$ cat src/common/umi_pkg.sv
// ##########################################################
// Sizes and types shared by the UMI switch blocks
// Output port is chosen by destination bit DST_LSB alone
// ##########################################################
package umi_pkg;

   // ##########################################################
   // Switch dimensions
   // ##########################################################

   localparam int NUM_IN  = 4;              // Requesters
   localparam int NUM_OUT = 2;              // Output ports
   localparam int UW      = 64;             // UMI transaction width

   // Round-robin pointer width
   localparam int PTR_W   = $clog2(NUM_IN);

   // ##########################################################
   // Packet fields
   // ##########################################################

   // Lowest destination bit
   // Only this bit steers the packet, the rest of the field is ignored
   localparam int DST_LSB = 56;

   // Whole UMI transaction, opaque to the switch
   typedef logic [UW-1:0] umi_packet_t;

   // One bit per requester
   // Shared by valid, ready, mask and grant vectors
   typedef logic [NUM_IN-1:0] in_vec_t;

   // ##########################################################
   // Arbiter modes
   // ##########################################################

   // Plain 2-bit code so that unused codes stay legal
   typedef logic [1:0] arb_mode_t;

   localparam arb_mode_t ARB_FIXED = 2'd0;  // Input 0 highest
   localparam arb_mode_t ARB_RR    = 2'd1;  // Rotating start point
   // Codes 2 and 3 fall back to fixed priority

endpackage

$ cat src/hw/umi_decode.sv
// ##########################################################
// Routes each request by destination bit, merges readies back
// ##########################################################
module umi_decode
  (
   input  umi_pkg::in_vec_t     in_valid,                     // Requester valids
   input  umi_pkg::umi_packet_t in_packet [umi_pkg::NUM_IN],  // Requester packets
   output umi_pkg::in_vec_t     req [umi_pkg::NUM_OUT],       // Valids seen by each port
   input  umi_pkg::in_vec_t     mux_ready [umi_pkg::NUM_OUT], // Readies from each port
   output umi_pkg::in_vec_t     in_ready                      // Back to requesters
   );

   import umi_pkg::*;

   // One-hot output select per input
   logic [NUM_OUT-1:0] target [NUM_IN];

   // ##########################################################
   // Destination decode
   // ##########################################################

   always_comb
   begin
      for (int i = 0; i < NUM_IN; i++)
      begin
         // Destination bit picks the port
         target[i] = NUM_OUT'(1) << in_packet[i][DST_LSB];
      end
   end

   // ##########################################################
   // Request fan-out
   // ##########################################################

   always_comb
   begin
      for (int o = 0; o < NUM_OUT; o++)
      begin
         for (int i = 0; i < NUM_IN; i++)
         begin
            req[o][i] = in_valid[i] & target[i][o]; // Only the target port sees it
         end
      end
   end

   // ##########################################################
   // Ready merge
   // ##########################################################

   // Each input closes its handshake against its own target only
   always_comb
   begin
      in_ready = '0;
      for (int i = 0; i < NUM_IN; i++)
      begin
         for (int o = 0; o < NUM_OUT; o++)
         begin
            in_ready[i] = in_ready[i] | (target[i][o] & mux_ready[o][i]);
         end
      end
   end

endmodule

$ cat src/umi_mux/umi_arbiter.sv
// ##########################################################
// One-hot grant over unmasked requests, fixed or round robin
// Pointer moves on every accepted grant in either mode
// ##########################################################
module umi_arbiter
  (
   input  logic               clk,
   input  logic               rst,        // Sync, active high
   input  umi_pkg::arb_mode_t mode,       // ARB_FIXED or ARB_RR
   input  umi_pkg::in_vec_t   mask,       // 1 blocks the request
   input  umi_pkg::in_vec_t   in_valid,   // Raw requests
   input  logic               out_ready,  // Downstream accepts
   output umi_pkg::in_vec_t   grant       // One-hot winner
   );

   import umi_pkg::*;

   in_vec_t          req;        // Masked requests
   logic             rr_mode;
   logic             hit;        // Something to grant
   logic             accept;     // Granted and taken this cycle
   logic [PTR_W-1:0] ptr;        // Round-robin start index
   logic [PTR_W-1:0] win_fixed;
   logic [PTR_W-1:0] win_rr;
   logic [PTR_W-1:0] win_idx;

   assign req     = in_valid & ~mask;
   assign rr_mode = (mode == ARB_RR);   // Codes 2 and 3 act as fixed
   assign hit     = |req;

   // ##########################################################
   // Winner search
   // ##########################################################

   // Lowest index wins, so scan from the top down
   always_comb
   begin
      win_fixed = '0;
      for (int i = NUM_IN-1; i >= 0; i--)
      begin
         if (req[i])
            win_fixed = PTR_W'(i);
      end
   end

   // Same scan but offset from the pointer with wrap
   always_comb
   begin : rr_scan
      int idx;
      win_rr = '0;
      for (int k = NUM_IN-1; k >= 0; k--)
      begin
         idx = int'(ptr) + k;
         if (idx >= NUM_IN)
            idx = idx - NUM_IN;   // Wrap past last input
         if (req[idx])
            win_rr = PTR_W'(idx);
      end
   end

   assign win_idx = rr_mode ? win_rr : win_fixed;

   // Zero grant when nothing is requesting
   assign grant = hit ? (in_vec_t'(1) << win_idx) : '0;

   // ##########################################################
   // Round-robin pointer
   // ##########################################################

   assign accept = hit & out_ready;

   always_ff @(posedge clk)
   begin
      if (rst)
         ptr <= '0;                               // Start at input 0
      else if (accept)
      begin
         if (win_idx == PTR_W'(NUM_IN-1))
            ptr <= '0;                            // Wrap to input 0
         else
            ptr <= win_idx + PTR_W'(1);           // Next after winner
      end
      // Back-pressure holds the pointer
   end

endmodule

$ cat src/umi_mux/umi_mux.sv
// ##########################################################
// Arbitrating UMI mux, input to output is combinational
// ##########################################################
module umi_mux
  (
   // Controls
   input  logic                 clk,
   input  logic                 rst,
   input  umi_pkg::arb_mode_t   mode,                         // Arbiter mode
   input  umi_pkg::in_vec_t     mask,                         // 1 disables input
   // Incoming UMI
   input  umi_pkg::in_vec_t     in_valid,
   output umi_pkg::in_vec_t     in_ready,
   input  umi_pkg::umi_packet_t in_packet [umi_pkg::NUM_IN],
   // Outgoing UMI
   output logic                 out_valid,
   output umi_pkg::umi_packet_t out_packet,
   input  logic                 out_ready
   );

   import umi_pkg::*;

   in_vec_t grant;   // One-hot winner from arbiter

   // ##########################################################
   // Valid selection
   // ##########################################################

   umi_arbiter i_arbiter
     (
      .clk       (clk),
      .rst       (rst),
      .mode      (mode),
      .mask      (mask),
      .in_valid  (in_valid),
      .out_ready (out_ready),
      .grant     (grant)
      );

   assign out_valid = |grant;

   // ##########################################################
   // Ready pushback
   // ##########################################################

   // Only the winner sees ready, and only when downstream takes it
   assign in_ready = grant & {NUM_IN{out_ready}};

   // ##########################################################
   // Packet mux
   // ##########################################################

   // AND-OR select, zero when nothing granted
   always_comb
   begin
      out_packet = '0;
      for (int i = 0; i < NUM_IN; i++)
      begin
         out_packet = out_packet | ({UW{grant[i]}} & in_packet[i]);
      end
   end

endmodule

$ cat src/hw/umi_switch.sv
// ##########################################################
// 4 to 2 UMI switch without buffering
// mode and mask are shared by both output arbiters
// ##########################################################
module umi_switch
  (
   // Controls
   input  logic                        clk,
   input  logic                        rst,        // Sync, active high
   input  umi_pkg::arb_mode_t          mode,       // Shared arbiter mode
   input  umi_pkg::in_vec_t            mask,       // Shared request mask
   // Requesters
   input  umi_pkg::in_vec_t            in_valid,
   output umi_pkg::in_vec_t            in_ready,
   input  umi_pkg::umi_packet_t        in_packet [umi_pkg::NUM_IN],
   // Output ports
   output logic [umi_pkg::NUM_OUT-1:0] out_valid,
   input  logic [umi_pkg::NUM_OUT-1:0] out_ready,
   output umi_pkg::umi_packet_t        out_packet [umi_pkg::NUM_OUT]
   );

   import umi_pkg::*;

   // Per-port request and ready vectors
   in_vec_t req [NUM_OUT];        // Decoder to mux
   in_vec_t mux_ready [NUM_OUT];  // Mux back to decoder

   // ##########################################################
   // Destination decode
   // ##########################################################

   umi_decode i_decode
     (
      .in_valid  (in_valid),
      .in_packet (in_packet),
      .req       (req),
      .mux_ready (mux_ready),
      .in_ready  (in_ready)
      );

   // ##########################################################
   // Output ports
   // ##########################################################

   // Every port sees all packets, req decides which it may take
   for (genvar o = 0; o < NUM_OUT; o++)
   begin : g_port
      umi_mux i_mux
        (
         .clk        (clk),
         .rst        (rst),
         .mode       (mode),
         .mask       (mask),
         .in_valid   (req[o]),         // Only inputs aimed here
         .in_ready   (mux_ready[o]),
         .in_packet  (in_packet),
         .out_valid  (out_valid[o]),
         .out_packet (out_packet[o]),
         .out_ready  (out_ready[o])
         );
   end

endmodule

$ cat config.mk
export PLATFORM = sky130hd
export DESIGN_NAME = umi_switch
export DESIGN_NICKNAME = d
export VERILOG_FILES = /design/src/common/umi_pkg.sv /design/src/hw/umi_decode.sv /design/src/umi_mux/umi_arbiter.sv /design/src/umi_mux/umi_mux.sv /design/src/hw/umi_switch.sv
export SDC_FILE = /design/constraint.sdc
export NUM_CORES = 1
export LEC_CHECK = 0
export BUFFER_PORTS_ARGS = -buffer_cell sky130_fd_sc_hd__buf_2
export CORE_AREA = 3 3 156 158
export CTS_CLUSTER_DIAMETER = 150
export DETAILED_ROUTE_END_ITERATION = 16
export DIE_AREA = 0 0 159 161
export HOLD_SLACK_MARGIN = 0.08
export PLACE_DENSITY = 0.42
export SLEW_MARGIN = 10
export SYNTH_ARGS = -nofsm -noshare
export SYNTH_HDL_FRONTEND = slang
export SYNTH_SLANG_ARGS = --single-unit
$ cat constraint.sdc
create_clock -name clk -period 3 [get_ports clk]
set_input_delay 0.3 -clock clk [delete_from_list [all_inputs] [get_ports clk]]
set_output_delay 0.3 -clock clk [all_outputs]
set_load 0.01 [all_outputs]
---- Word-level counts from Yosys, hierarchy flattened ----
Index checks and enable logic that the tools add are counted.
storage, ports and cells
  flip-flop bits (word level) ............. 4
  bits in latches ......................... 0
  RAM bits ................................ 0
  bits in read-only memories .............. 0
  input bits .............................. 270
  output and inout port bits .............. 134
  logic and storage cells ................. 142
  memories kept ........................... 0
operators by class
  add/sub/neg operators ................... 16
  multiply operators ...................... 0
  div/mod/pow operators ................... 0
  order comparisons ....................... 16
  equal/unequal tests ..................... 3
  shifts and indexed selects .............. 6
  mux-type cells .......................... 54
  bitwise logic cells ..................... 41
  reduce and logical (&&, ||, !) cells .... 4
operators by type and width
  operator                                             count
  bitwise AND 64 bit                                   8
  bitwise OR 64 bit                                    6
  < comparator 32 x 4 -> 1 bit, second input constant  8
  2-to-1 mux 32 bit                                    8
  2-to-1 mux 2 bit                                     20
  subtractor 3 x 3 -> 4 bit, second input constant     6
  bitwise AND 1 bit                                    18
  >= comparator 3 bit, second input constant           6
  bitwise AND 4 bit                                    4
  binary-select mux 1 bit (select 2 bit)               8
  2-to-1 mux 1 bit                                     16
  OR reduction 4 bit                                   4
  adder 2 x 2 -> 3 bit, second input constant          4
  2-to-1 mux 4 bit                                     2
  << shifter 1 x 1 -> 2 bit, first input constant      4
  << shifter 1 x 2 -> 4 bit, first input constant      2
  subtractor 2 x 3 -> 4 bit, second input constant     2
  adder 2 x 1 -> 3 bit, second input constant          2
  >= comparator 2 x 3 -> 1 bit, second input constant  2
  adder 2 x 1 -> 2 bit, second input constant          2
  equality test 2 bit, second input constant           2
  inverter 4 bit                                       1
  bitwise OR 1 bit                                     4
  equality test 2 x 1 -> 1 bit, second input constant  1

---- Logic depth before layout (Yosys ltp) ----
  depth in word-level cells ............... 17
  mapped depth ............................ 11
  mapped depth without buffers ............ 7

---- Cells and area by module ----
Synthesis repeated with hierarchy kept, for this count alone.
unflattened totals
  cell total of the unflattened synthesis .. 548
  area total of the unflattened synthesis .. 4107.7 um^2
by module, submodules not included
  module       times used  cells an instance  area an instance (um^2)  seq. area each (um^2)
  umi_mux      2           225                1655.3                   0.0
  umi_arbiter  2           43                 336.6                    40.0
  umi_decode   1           12                 123.9                    0.0

---- Least setup slack after synthesis ----
Ideal clock, no wire load.
  path kind ............................... in2out
  start ................................... input in_packet[120] (netlist bit)
  end ..................................... output out_valid[0] (netlist bit)
  arrival time ............................ 2603 ps
  data required time ...................... 2700 ps
  setup slack ............................. 97 ps
  cell stages on the path ................. 11
  cell sequence ........................... buf_6 -> or3b_4 -> o31a_1 -> a221o_1 -> and2_2 -> ha_1 -> clkbuf_1 -> clkbuf_1 -> nor4_1 -> nor2_1 -> buf_4
on the way
  word-level cells in the longest chain between the ends .. 14
  elaborated cells on any way between the ends .. 27
  those cells by class .................... shift: 2; mux: 21; bitwise: 2; reduce/logical: 2
RTL lines
  what                                                 RTL line           text
  start: declaration                                   umi_switch.sv:15   input umi_pkg::umi_packet_t in_packet [umi_pkg::NUM_IN],
  << shifter 1 x 1 -> 2 bit *                          umi_decode.sv:27   target[i] = NUM_OUT'(1) << in_packet[i][DST_LSB];
  bitwise AND 1 bit *                                  umi_decode.sv:41   req[o][i] = in_valid[i] & target[i][o];
  bitwise AND 4 bit *                                  umi_arbiter.sv:27  assign req = in_valid & ~mask;
  binary-select mux 1 bit (select 2 bit)               umi_arbiter.sv:56  if (req[idx])
  2-to-1 mux 1 bit (implied by the code) (2 in a row)  umi_arbiter.sv:56
  2-to-1 mux 2 bit (4 in a row)                        umi_arbiter.sv:56
  2-to-1 mux 2 bit                                     umi_arbiter.sv:61  assign win_idx = rr_mode ? win_rr : win_fixed;
  << shifter 1 x 2 -> 4 bit                            umi_arbiter.sv:64  assign grant = hit ? (in_vec_t'(1) << win_idx) : '0;
  2-to-1 mux 4 bit *                                   umi_arbiter.sv:64
  OR reduction 4 bit *                                 umi_mux.sv:40      assign out_valid = |grant;
  end: declaration                                     umi_switch.sv:17   output logic [umi_pkg::NUM_OUT-1:0] out_valid,
Mark *: on every way between the ends. The rest lies on a longest branch, timed or not. The select of a mux whose other input is x is not followed.

==> key figures <==
Status
  • Status: finished, final reports clean

GRT
  • Number of global-route vias before repair: 6616
  • Largest net degree at the start of global routing: 38
  • Total track usage: ~18%
  • First-pass GRT wire length: approximately 38000 um
  • GRT overflow: 0
  • Initial antenna violation count: 0

STA
  • # setup viols final: 0
  • Fmax: 0.341 GHz
  • Clk_skew: 0.0000787 ns
  • RSZ-0062 raised after global routing: yes
  • Final Cycle Share: 97.7%
  • Hold Vio Cnt, Final: 0
  • Relative slew slack: around 60%
  • Final Critical Period: 2.93 ns
  • Worst hold slack: 0.340 ns
  • Setup WS post-layout: ~0.07 ns
  • Worst-margin pin slew: 0.597 ns
  • Max-slew violations: 0

Placed design
  • Placed insts: 1239
  • # port buffers: 403
  • Gpl congestion: 0.899
  • Final HPWL DP: 19600 um
  • Dpl ws: 0.0816 ns
  • Post-Place Cell Area: 6280 um2

Clock tree
  • H-tree depth: 1
  • CTS tree: done
  • CTS Hold Buffers Added: 0
  • PostCTS Resize Cnt: 0
  • Worst-skew pair later-pin latency: 0.22 ns
  • CTS buffer count: 3
  • Max clock buf depth: 2
  • CTS clk-pin slew, worst paths: 0.03 ns
  • CTS Sinks: 4
  • Root buffer cell: clkbuf_16
  • Postcts setup bufs: 0

Critical path
  • Register-to-register setup slack: about 1.1 ns
  • Cells along the critical path: buf_2, or3b_4, o31a_1, a221o_1, and2_2, ha_2, buf_12, a22oi_1, a21oi_1, buf_2
  • Data arrival time of the worst path: between 2 and 3 ns
  • RR Startpoint: g_port[0].i_mux.i_arbiter.ptr[1]
  • Register-to-Register Path Depth: 7
  • Worst Setup End Kind: primary output
  • CP dominant cell by count: buf_2
  • Top delay family on crit path: compound AO/OA/AOI/OAI gates
  • CP Buf/Inv Count: 3
  • WS Path Type: in2out
  • Crit path largest cell delay: 0.43 ns
  • Setup crit start kind: input pin
  • Maximum net fanout on the critical path: 25
  • CP max-delay cell: or3b_4
  • Req. time, crit path: 2.70 ns
  • Reg2reg end: g_port[0].i_mux.i_arbiter.ptr[1]

Yosys
  • Top cell type's share of synthesized area: approximately 53%
  • Yosys warning count: 0
  • Top cells by area, synth: a22oi_1 53%, a21oi_1 18%, clkbuf_1 6.4%
  • Cells after Synth: 554
  • Cell taking the most area after synthesis: a22oi_1
  • Post-synth EDFFs: 0
  • Syn Nets: 832
  • Post-synthesis cell type count: 42
  • Seq cells post-synth: 4
  • Mapped Area: approximately 3600 um2
  • Top_reg_cell synth: dfxtp_1
  • Ys async rst share: 0%
  • Syn Area/Cell: 6.53 um2
  • Seq/Total Area, Yosys: 2.21%

Routing
  • Iter 0 DRT Violations: 826
  • Routed WL per cell: 20.6 um
  • Drt pass-1 iters: 6
  • Via density per instance: 5.56
  • Vias: 6905
  • Final wirelength: between 20000 and 30000 um
  • DRC Markers: 0
  • Final ANT Viol Nets: 0

Cells and area
  • Reg with most FFs: g_port.i_mux.i_arbiter.ptr
  • Area delta synth->final: 77.5%
  • Ant diodes: 0
  • Largest register FFs: 4
  • Fin nets: 1203
  • Layout cell share with drive strength beyond 1: 51.5%
  • Commonest cells after routing, fill and taps aside: 403 x buf_2, 252 x a22oi_1, 132 x a21oi_1, 19 x buf_4, 19 x buf_12
  • Final Non-Filler Cells: 1242
  • Top Registers: g_port.i_mux.i_arbiter.ptr: 4 flops
  • Most common cell after layout, fill and taps aside: buf_2
  • Finished Cell Area: 6420 um2

Min path
  • Hold Path Origin: rst
  • Hold WC Path Type: in2reg
  • Hold path cells: 2
  • Hold EP: g_port[0].i_mux.i_arbiter.ptr[0]

Power
  • Pwr dens: 269 nW/um2
  • Pleak: 2.92 nW
  • VDD IR-drop max: 0.170 mV
  • Total power: 1.73 mW

Floorplan
  • Initial Util: 15.5%
  • Die Y-Extent: 161 um
  • Ports: between 400 and 500
  • Die area: 25600 um2
  • Core ar.: 23300 um2
  • # rows: 56
  • Die Wd: 159 um

Run
  • Max-capacitance violation count: 0
## logic make-up after synthesis
group,after synthesis,share of synthesized area (%)
simple gates,50,8.72
buf+inv,79,8.99
fa+ha+maj,8,2.77
mux,1,0.277
flops,4,2.21
compound gates,412,77.0
## cell usage after synthesis, types with 2 or more instances
| library cell | n |
|---|---|
| clkbuf_1 | 62 |
| o22ai_1 | 7 |
| and3b_1 | 3 |
| nand4b_1 | 2 |
| a22oi_1 | 255 |
| nor4_1 | 4 |
| o21ai_0 | 4 |
| buf_4 | 2 |
| nor3b_1 | 4 |
| dfxtp_1 | 4 |
| ha_1 | 8 |
| or3b_2 | 2 |
| a21oi_1 | 133 |
| nor2_1 | 5 |
| a41oi_1 | 2 |
| inv_1 | 3 |
| a31o_2 | 2 |
| and2_1 | 4 |
| nand2_1 | 10 |
| buf_2 | 11 |
| nand3_1 | 5 |
| nand3b_1 | 2 |
## where the power goes
group	switching [mW]	leakage [nW]	internal [mW]
Clock	0.0367	0.0370	0.170
Sequential	0.00603	0.0328	0.0577
Combinational	0.828	2.85	0.629
## routing by layer
metal  up-vias  routed length [um]  global-route usage [%]
li1       3070                   -                       -
met1      3297               10200                    21.4
met2       486               12700                    32.7
met3        52                2170                    3.31
met4         0                 582                    4.74
met5         -                   0                       0
## worst max-delay path by stage
stage / from / endpoint / cells after the start
6_report: in_packet[120] / out_packet[79] / 10
3_3_place_gp: in_packet[120] / out_packet[100] / 10
5_1_grt: in_packet[120] / out_packet[94] / 10
3_5_place_dp: in_packet[120] / out_packet[84] / 11
4_1_cts: in_packet[120] / out_packet[84] / 11
2_1_floorplan: in_packet[120] / out_valid[0] / 11
## layout make-up
cell class,count,area [um2]
clock buffer,3,75.1
fill,2661,16800
inverter,3,11.3
multi-input combinational,471,3300
sequential,4,80.1
tap,319,399
timing repair buffer,442,2550
## worst register-to-register path: stages, from the launching register on
cell      delay (ns)
dfxtp_1         0.43
nor4bb_1        0.27
o21ai_1         0.10
a221o_1         0.39
and2_2          0.22
ha_4            0.26
nand3_1         0.05
a21oi_1         0.12
## through the flow
| step | utilization (%) | setup TNS [ns] |
|---|---|---|
| 2_1_floorplan | - | 0 |
| 3_3_place_gp | 27.0 | 0 |
| 3_5_place_dp | 27.0 | 0 |
| 4_1_cts | 27.3 | 0 |
| 5_1_grt | 27.6 | -0.0427 |
| 6_report | 27.6 | 0 |
(Power assumes the default switching activity.)
